**src/verilog/oled_pkg.sv**
```systemverilog
package oled_pkg;

    //////////////////////////////
    // Serial word
    //////////////////////////////
    localparam int BYTE_W = 8;                      // One panel byte

    //////////////////////////////
    // Power-up command table
    //////////////////////////////
    localparam int INIT_LEN = 12;

    // Sent with dc low, first entry first
    localparam logic [BYTE_W-1:0] INIT_ROM [INIT_LEN] = '{
        8'hAE,                                      // Display off
        8'hD5,                                      // Clock divide / osc freq
        8'h80,                                      //   Reset value
        8'hA8,                                      // Multiplex ratio
        8'h3F,                                      //   64 rows
        8'h8D,                                      // Charge pump
        8'h14,                                      //   Enabled
        8'h20,                                      // Memory addressing mode
        8'h00,                                      //   Horizontal
        8'hA1,                                      // Segment remap, col 127 = SEG0
        8'hC8,                                      // COM scan reverse
        8'hAF                                       // Display on
    };

    //////////////////////////////
    // Default timing
    //////////////////////////////
    localparam int DEF_CLK_DIV    = 5;              // Sys clocks per half sclk period
    localparam int DEF_RES_CYCLES = 64;             // Panel reset pulse length
    localparam int DEF_FIFO_DEPTH = 8;              // Power of two

endpackage

```
**src/verilog/oled_cmd_fifo.sv**
```systemverilog
`timescale 1ns/1ps

module oled_cmd_fifo #(
    parameter int FIFO_DEPTH = 8                    // Power of two, 2 or more
) (
    input  logic                        clk,
    input  logic                        rst_n,
    // Host write side
    input  logic                        wr_valid,   // Single-cycle strobe
    input  logic                        wr_dc,      // 1 data, 0 command
    input  logic [oled_pkg::BYTE_W-1:0] wr_byte,
    // Sequencer read side
    input  logic                        q_pop,
    output logic                        q_dc,
    output logic [oled_pkg::BYTE_W-1:0] q_byte,
    output logic                        q_empty,
    // Status
    output logic                        fifo_full,
    output logic                        overflow    // Sticky until reset
);

    localparam int AW = $clog2(FIFO_DEPTH);

    // Extra MSB tells full from empty
    logic [AW:0]                 wr_ptr;
    logic [AW:0]                 rd_ptr;
    logic [oled_pkg::BYTE_W-1:0] mem_byte [FIFO_DEPTH];
    logic                        mem_dc   [FIFO_DEPTH];
    logic                        wr_en;
    logic                        rd_en;

    //////////////////////////////
    // Flags from the pointer flops
    //////////////////////////////
    assign q_empty   = (wr_ptr == rd_ptr);
    assign fifo_full = (wr_ptr[AW] != rd_ptr[AW]) &&
                       (wr_ptr[AW-1:0] == rd_ptr[AW-1:0]); // Wrapped once, same slot

    assign wr_en = wr_valid && !fifo_full;          // Dropped when full
    assign rd_en = q_pop && !q_empty;

    // Head entry always on the outputs
    assign q_byte = mem_byte[rd_ptr[AW-1:0]];
    assign q_dc   = mem_dc[rd_ptr[AW-1:0]];

    //////////////////////////////
    // Storage
    //////////////////////////////
    always_ff @(posedge clk) begin
        if (wr_en) begin
            mem_byte[wr_ptr[AW-1:0]] <= wr_byte;
            mem_dc[wr_ptr[AW-1:0]]   <= wr_dc;
        end
    end

    // Pointers and overflow latch
    always_ff @(posedge clk or negedge rst_n) begin
        if (!rst_n) begin
            wr_ptr   <= '0;
            rd_ptr   <= '0;
            overflow <= 1'b0;
        end else begin
            if (wr_en) begin
                wr_ptr <= wr_ptr + 1'b1;
            end
            if (rd_en) begin
                rd_ptr <= rd_ptr + 1'b1;            // Both may move in one cycle
            end
            if (wr_valid && fifo_full) begin
                overflow <= 1'b1;                   // Lost a host byte
            end
        end
    end

endmodule

```
**src/verilog/oled_init_seq.sv**
```systemverilog
`timescale 1ns/1ps

module oled_init_seq #(
    parameter int RES_CYCLES = 64                   // Panel reset pulse, sys clocks
) (
    input  logic                        clk,
    input  logic                        rst_n,
    // Panel control
    output logic                        oled_res_n,
    output logic                        init_done,
    // Queue head
    input  logic                        q_dc,
    input  logic [oled_pkg::BYTE_W-1:0] q_byte,
    input  logic                        q_empty,
    output logic                        q_pop,
    // Shifter handshake
    output logic                        start,
    output logic                        tx_dc,
    output logic [oled_pkg::BYTE_W-1:0] tx_byte,
    input  logic                        tx_busy,
    input  logic                        tx_done
);

    localparam int RC_W = $clog2(RES_CYCLES + 1);
    localparam int IW   = $clog2(oled_pkg::INIT_LEN);

    localparam logic [RC_W-1:0] RES_LAST = RC_W'(RES_CYCLES - 1);
    localparam logic [IW-1:0]   TBL_LAST = IW'(oled_pkg::INIT_LEN - 1);

    // State encodings
    localparam logic [2:0] ST_RES       = 3'd0;     // Panel held in reset
    localparam logic [2:0] ST_SETTLE    = 3'd1;     // One idle clock
    localparam logic [2:0] ST_TBL_ISSUE = 3'd2;
    localparam logic [2:0] ST_TBL_WAIT  = 3'd3;
    localparam logic [2:0] ST_Q_ISSUE   = 3'd4;
    localparam logic [2:0] ST_Q_WAIT    = 3'd5;

    logic [2:0]      state;
    logic [RC_W-1:0] res_cnt;
    logic [IW-1:0]   tbl_idx;                       // Next INIT_ROM entry
    logic            tbl_go;
    logic            q_go;

    //////////////////////////////
    // Issue decode
    //////////////////////////////
    assign tbl_go = (state == ST_TBL_ISSUE) && !tx_busy;
    assign q_go   = (state == ST_Q_ISSUE) && !q_empty && !tx_busy;

    assign start = tbl_go || q_go;
    assign q_pop = q_go;                            // Pop together with start

    // Table bytes are always commands
    assign tx_dc   = (state == ST_Q_ISSUE) ? q_dc : 1'b0;
    assign tx_byte = (state == ST_Q_ISSUE) ? q_byte : oled_pkg::INIT_ROM[tbl_idx];

    //////////////////////////////
    // Sequencer FSM
    //////////////////////////////
    always_ff @(posedge clk or negedge rst_n) begin
        if (!rst_n) begin
            state      <= ST_RES;
            res_cnt    <= '0;
            tbl_idx    <= '0;
            oled_res_n <= 1'b0;                     // Pulse starts with system reset
            init_done  <= 1'b0;
        end else begin
            case (state)
                ST_RES: begin
                    if (res_cnt == RES_LAST) begin
                        oled_res_n <= 1'b1;         // Release the panel
                        state      <= ST_SETTLE;
                    end else begin
                        res_cnt <= res_cnt + 1'b1;
                    end
                end

                ST_SETTLE: begin
                    state <= ST_TBL_ISSUE;
                end

                ST_TBL_ISSUE: begin
                    if (tbl_go) begin
                        state <= ST_TBL_WAIT;
                    end
                end

                ST_TBL_WAIT: begin
                    if (tx_done) begin
                        if (tbl_idx == TBL_LAST) begin
                            init_done <= 1'b1;      // Panel is up, host bytes next
                            state     <= ST_Q_ISSUE;
                        end else begin
                            tbl_idx <= tbl_idx + 1'b1;
                            state   <= ST_TBL_ISSUE;
                        end
                    end
                end

                ST_Q_ISSUE: begin
                    if (q_go) begin
                        state <= ST_Q_WAIT;
                    end
                end

                ST_Q_WAIT: begin
                    if (tx_done) begin
                        state <= ST_Q_ISSUE;
                    end
                end

                default: begin
                    state <= ST_RES;
                end
            endcase
        end
    end

endmodule

```
**src/verilog/oled_spi_byte_tx.sv**
```systemverilog
`timescale 1ns/1ps

module oled_spi_byte_tx #(
    parameter int CLK_DIV = 5                       // Sys clocks per step
) (
    input  logic                        clk,
    input  logic                        rst_n,
    // Handshake
    input  logic                        start,      // One cycle, only when idle
    input  logic                        tx_dc,
    input  logic [oled_pkg::BYTE_W-1:0] tx_byte,
    output logic                        tx_busy,
    output logic                        tx_done,
    // Panel pins
    output logic                        oled_cs_n,
    output logic                        oled_sclk,
    output logic                        oled_dc,
    output logic                        oled_sdin
);

    localparam int DW = $clog2(CLK_DIV + 1);

    localparam logic [DW-1:0] DIV_LAST  = DW'(CLK_DIV - 1);
    localparam logic [4:0]    LAST_STEP = 5'd17;

    logic [DW-1:0]               div_cnt;
    logic [4:0]                  step;             // 0 cs low, 1..16 bits, 17 hold
    logic [4:0]                  step_nxt;
    logic                        step_end;
    logic [oled_pkg::BYTE_W-1:0] shreg;

    //////////////////////////////
    // Step timing
    //////////////////////////////
    assign step_end = tx_busy && (div_cnt == DIV_LAST); // Clock enable, frame only
    assign step_nxt = step + 1'b1;

    // Odd steps 1..15 put out the next bit
    always_ff @(posedge clk) begin
        if (start && !tx_busy) begin
            shreg <= tx_byte;
        end else if (step_end && step_nxt[0] && (step_nxt != LAST_STEP)) begin
            shreg <= shreg << 1;                    // MSB first
        end
    end

    //////////////////////////////
    // Frame control and pins
    //////////////////////////////
    always_ff @(posedge clk or negedge rst_n) begin
        if (!rst_n) begin
            tx_busy   <= 1'b0;
            tx_done   <= 1'b0;
            div_cnt   <= '0;
            step      <= '0;
            oled_cs_n <= 1'b1;
            oled_sclk <= 1'b0;
            oled_dc   <= 1'b0;
            oled_sdin <= 1'b0;
        end else begin
            tx_done <= 1'b0;
            if (!tx_busy) begin
                if (start) begin
                    tx_busy   <= 1'b1;
                    oled_dc   <= tx_dc;             // Held until next start
                    oled_cs_n <= 1'b0;              // Step 0, sclk already low
                    div_cnt   <= '0;
                    step      <= '0;
                end
            end else if (step_end) begin
                div_cnt <= '0;
                if (step == LAST_STEP) begin
                    // End of frame, no trailing idle step
                    tx_busy   <= 1'b0;
                    tx_done   <= 1'b1;
                    oled_cs_n <= 1'b1;
                end else begin
                    step <= step_nxt;
                    if (step_nxt[0]) begin
                        oled_sclk <= 1'b0;          // Low phase, incl. step 17
                        if (step_nxt != LAST_STEP) begin
                            oled_sdin <= shreg[oled_pkg::BYTE_W-1];
                        end
                    end else begin
                        oled_sclk <= 1'b1;          // Panel samples on this edge
                    end
                end
            end else begin
                div_cnt <= div_cnt + 1'b1;
            end
        end
    end

endmodule

```
**src/verilog/oled_spi_ctrl.sv**
```systemverilog
`timescale 1ns/1ps

module oled_spi_ctrl #(
    parameter int CLK_DIV    = oled_pkg::DEF_CLK_DIV,
    parameter int RES_CYCLES = oled_pkg::DEF_RES_CYCLES,
    parameter int FIFO_DEPTH = oled_pkg::DEF_FIFO_DEPTH
) (
    input  logic                        clk,
    input  logic                        rst_n,
    // Host side
    input  logic                        wr_valid,
    input  logic                        wr_dc,
    input  logic [oled_pkg::BYTE_W-1:0] wr_byte,
    output logic                        fifo_full,
    output logic                        overflow,
    output logic                        busy,
    output logic                        init_done,
    // Panel pins
    output logic                        oled_res_n,
    output logic                        oled_cs_n,
    output logic                        oled_sclk,
    output logic                        oled_dc,
    output logic                        oled_sdin
);

    // Queue to sequencer
    logic                        q_dc;
    logic [oled_pkg::BYTE_W-1:0] q_byte;
    logic                        q_empty;
    logic                        q_pop;

    // Sequencer to shifter
    logic                        start;
    logic                        tx_dc;
    logic [oled_pkg::BYTE_W-1:0] tx_byte;
    logic                        tx_busy;
    logic                        tx_done;

    assign busy = !q_empty || tx_busy;              // Work pending or on the wire

    //////////////////////////////
    // Blocks
    //////////////////////////////
    oled_cmd_fifo #(
        .FIFO_DEPTH (FIFO_DEPTH)
    ) i_fifo (
        .clk       (clk),
        .rst_n     (rst_n),
        .wr_valid  (wr_valid),
        .wr_dc     (wr_dc),
        .wr_byte   (wr_byte),
        .q_pop     (q_pop),
        .q_dc      (q_dc),
        .q_byte    (q_byte),
        .q_empty   (q_empty),
        .fifo_full (fifo_full),
        .overflow  (overflow)
    );

    oled_init_seq #(
        .RES_CYCLES (RES_CYCLES)
    ) i_seq (
        .clk        (clk),
        .rst_n      (rst_n),
        .oled_res_n (oled_res_n),
        .init_done  (init_done),
        .q_dc       (q_dc),
        .q_byte     (q_byte),
        .q_empty    (q_empty),
        .q_pop      (q_pop),
        .start      (start),
        .tx_dc      (tx_dc),
        .tx_byte    (tx_byte),
        .tx_busy    (tx_busy),
        .tx_done    (tx_done)
    );

    oled_spi_byte_tx #(
        .CLK_DIV (CLK_DIV)
    ) i_tx (
        .clk       (clk),
        .rst_n     (rst_n),
        .start     (start),
        .tx_dc     (tx_dc),
        .tx_byte   (tx_byte),
        .tx_busy   (tx_busy),
        .tx_done   (tx_done),
        .oled_cs_n (oled_cs_n),
        .oled_sclk (oled_sclk),
        .oled_dc   (oled_dc),
        .oled_sdin (oled_sdin)
    );

endmodule

```
**config.mk**
```make
export PLATFORM = sky130hd
export DESIGN_NAME = oled_spi_ctrl
export DESIGN_NICKNAME = d
export VERILOG_FILES = /design/src/verilog/oled_pkg.sv /design/src/verilog/oled_cmd_fifo.sv /design/src/verilog/oled_init_seq.sv /design/src/verilog/oled_spi_byte_tx.sv /design/src/verilog/oled_spi_ctrl.sv
export SDC_FILE = /design/constraint.sdc
export NUM_CORES = 1
export LEC_CHECK = 0
export ABC_AREA = 0
export BUFFER_PORTS_ARGS = -buffer_cell sky130_fd_sc_hd__buf_2
export CAP_MARGIN = 20
export CELL_PAD_IN_SITES_DETAIL_PLACEMENT = 1
export CELL_PAD_IN_SITES_GLOBAL_PLACEMENT = 2
export CORE_MARGIN = 1
export CORE_UTILIZATION = 30
export CTS_BUF_LIST = sky130_fd_sc_hd__clkbuf_4
export DETAILED_ROUTE_END_ITERATION = 10
export HOLD_SLACK_MARGIN = 0.1
export PLACE_DENSITY = 0.55
export SYNTH_ARGS = -nofsm -noshare
export SYNTH_HDL_FRONTEND = slang
export SYNTH_HIERARCHICAL = 1
export SYNTH_SLANG_ARGS = --single-unit
```
**constraint.sdc**
```tcl
create_clock -name clk -period 2.98 [get_ports clk]
set_clock_uncertainty 0.15 [all_clocks]
set_input_delay 0.298 -clock clk [delete_from_list [all_inputs] [get_ports clk]]
set_output_delay 0.298 -clock clk [all_outputs]
set_load 0.05 [all_outputs]
```
==> impl_metrics.csv <==
group,metric,value,unit
logic_synthesis,yosys-top-cells-count,"80 x edfxtp_1, 48 x nand2_1, 38 x dfrtp_1",
drt,dr.pass1.iters,4,
logic_synthesis,syn_avg_cell_area,14.4,µm²
setup_path,crit_fanout,10,
power_and_ir_drop,power_density,600,nW/µm²
timing,hold_viol_final,0,
die,die_area,19000,µm²
run_status,status,"completed",
cts,clock_latency,0.53,ns
cts,postCtsSetupBuffers,0,
die,core,18000,µm²
logic_synthesis,synth_area_leaders,"edfxtp_1 43%, dfrtp_1 17%, mux4_2 7.3%",
die,initial_core_util,0.308,
timing,slew_violations,0,
logic_synthesis,synthMuxAreaShare,0.119,
setup_path,cp-end-kind,"output port",
logic_synthesis,synth_cells,385,
drt,drc,0,
power_and_ir_drop,power.leakage,2.34,nW
global_routing,grt_max_degree,40,
drt,first_iter_violations,154,
layout,utilization,0.355,
global_routing,grt_usage,0.142,
logic_synthesis,ys_seq_area_frac,0.609,
global_routing,grt_pass1_wl,19.6,mm
logic_synthesis,synth_top_area_frac,0.433,
setup_path,worstSetupStartpointType,"register",
timing,worstMarginPinSlew,0.931,ns
logic_synthesis,synth_simple_gate_area_frac,0.108,
logic_synthesis,synth.net_count,411,
layout,finalNetCount,467,
drt,routedWlPerCell,18.1,µm
drt,vias_per_cell,4.87,
cts,numCtsBuffers,17,
logic_synthesis,ys_types,60,
logic_synthesis,synth_top_cell_by_area,"edfxtp_1",
power_and_ir_drop,ir_drop,0.000459,V
setup_path,arrival,2.36,ns
global_routing,met1_usage,0.169,
logic_synthesis,synth_top_family_by_area,"multiplexers",
die,die_height,138,µm
global_routing,use_met3,0.0365,
die,ios,21,
global_routing,grt_pass1_vias,3531,
timing,timing.fmax,356,MHz
timing,slew_headroom,0.379,
layout,drive_gt1_frac,0.284,
timing,period_share,0.942,
layout,fin_area,6390,µm²
timing,setup-violations-final,0,
global_routing,gr-usage-met2,0.248,
placement,io_buffers,20,
cts,cts_tree,"yes",
logic_synthesis,synth_compound_area_frac,0.0717,
layout,areaGrowthSynthToFinish,15.2,%
drt,postRouteAntennaNets,0,
logic_synthesis,yosys_warnings,6,
cts,clkTransAtPathRegs,0.13,ns
cts,cts_sinks,119,
logic_synthesis,synth_xor_area_frac,0.0356,
logic_synthesis,synth_edf_count,80,
drt,dr_total_vias,3329,
cts,clock-root-buffer,"clkbuf_4",
die,fp.dieW,138,µm
setup_path,path_class,"reg2out",
layout,diodes,0,
logic_synthesis,synth-adder-area-share,0.0316,
global_routing,top_usage_layer,"met2",
flow_run,drv_cap,0,
logic_synthesis,async_reset_ff_frac,0.328,
cts,h-tree-depth,4,
placement,dpl_cell_area,6000,µm²
logic_synthesis,synth_ff_type,"edfxtp_1",
cts,clock_path_buffers,2,
timing,period_needed,2.81,ns
logic_synthesis,synth_most_common_cell,"edfxtp_1",
setup_path,required,2.53,ns
hold_path,hp-class,"in2async",
placement,gp_congestion,0.729,
global_routing,antenna_found_initial,0,
global_routing,grt-ovfl-total,0,
power_and_ir_drop,totalPowerFinal,3.84,mW
logic_synthesis,ys_ff_latch,119,
timing,finalSetupTns,0,ns
logic_synthesis,syn_area,5550,µm²
die,num_rows,49,
timing,rsz0062_at_grt,"false",
drt,totalWireLength,12.4,mm
placement,place_hpwl,8.23,mm
-- layer usage --
metal,part of all wire,wire (µm),vias up
met5,0,0,-
met4,0.015,186,0
met3,0.025,310,13
met2,0.51,6300,37
met1,0.45,5560,1703
li1,-,-,1576
-- path summary, 6_finish.rpt --
| kind | slack, ns | startpoint | depth (start not counted) | end |
|---|---|---|---|---|
| max reg2reg | 0.32 | i_fifo/wr_ptr[0] | 9 | i_tx/shreg[0] |
| min in group clk | 0.31 | i_fifo/overflow | 1 | i_fifo/overflow |
| min | 0.29 | rst_n | 2 | i_fifo/rd_ptr[3] |
| max in group asynchronous | 1.80 | rst_n | 2 | i_seq/tbl_idx[1] |
| min reg2reg | 0.31 | i_fifo/overflow | 1 | i_fifo/overflow |
| max | 0.17 | i_fifo/wr_ptr[0] | 4 | fifo_full |
-- sequential cells by signal, indices dropped and copies added, names as in the netlist, 4 cells and up --
| register | count |
|---|---|
| i_tx/step | 5 |
| i_seq/tbl_idx | 4 |
| i_fifo/mem_dc | 8 |
| i_fifo/mem_byte | 64 |
| i_fifo/rd_ptr | 4 |
| i_fifo/wr_ptr | 4 |
| i_tx/shreg | 8 |
| i_seq/res_cnt | 7 |
-- cells in the final DEF (no fill, tap or decap), types with 3 or more instances in the layout --
cell	instances
and2_1	5
o21ai_2	3
o21ai_1	4
nor2_1	14
nor2b_1	5
dfrtp_1	38
o21ai_0	11
nand3_1	7
buf_2	20
buf_4	22
a21o_1	4
nand2b_1	5
ha_1	14
inv_6	5
nand4_1	5
edfxtp_1	80
dlygate4sd3_1	11
clkbuf_4	17
xnor2_1	12
nand2_1	48
xor2_2	3
clkinv_4	3
mux2_2	16
mux4_2	18
o31ai_1	6
nor3b_1	3
xor2_1	5
a41oi_1	4
nor3_1	7
inv_1	11
-- through the flow --
| stage | instances | setup slack (ns) | hold WS, ns |
|---|---|---|---|
| 6_report | 683 | 0.173 | 0.290 |
| 4_1_cts | 682 | 0.106 | 0.279 |
| 2_1_floorplan | 385 | 0.407 | -0.148 |
| 3_5_place_dp | 639 | 0.366 | 0.290 |
| 5_1_grt | 683 | 0.00529 | 0.335 |
| 3_3_place_gp | 639 | 0.393 | 0.283 |
-- logic make-up after synthesis --
kind of cell,Yosys count
flops,119
simple gates,113
compound gates,52
mux,40
buf+inv,27
xor+xnor,20
fa+ha+maj,14
-- what timing repair did --
action	4_1_cts	5_1_grt
hold buffers	11	0
hold endpoints to repair	115	0
gates resized for setup	0	0
-- report_power, final --
group	total (mW)	leakage [nW]	internal [mW]	switching (mW)
registers	2.04	1.22	1.95	0.0857
clock network	1.13	0.143	0.429	0.696
logic	0.674	0.977	0.253	0.421
-- area by class of cell --
cell class                      instances  area, µm²
Fill cell                            1925      11600
Sequential cell                       119       3380
Multi-Input combinational cell        239       2040
Timing Repair Buffer                   53        375
Tap cell                              229        287
Clock inverter                         15        140
Clock buffer                           17        128
Inverter                               11       41.3
-- worst max-delay path, stage by stage (launching register included) --
cell,delay (ns)
dfrtp_1,0.67
xor2_2,0.16
buf_4,0.19
nor4_4,0.46
buf_2,0.35
No activity file was read; power rests on OpenSTA's default activity.
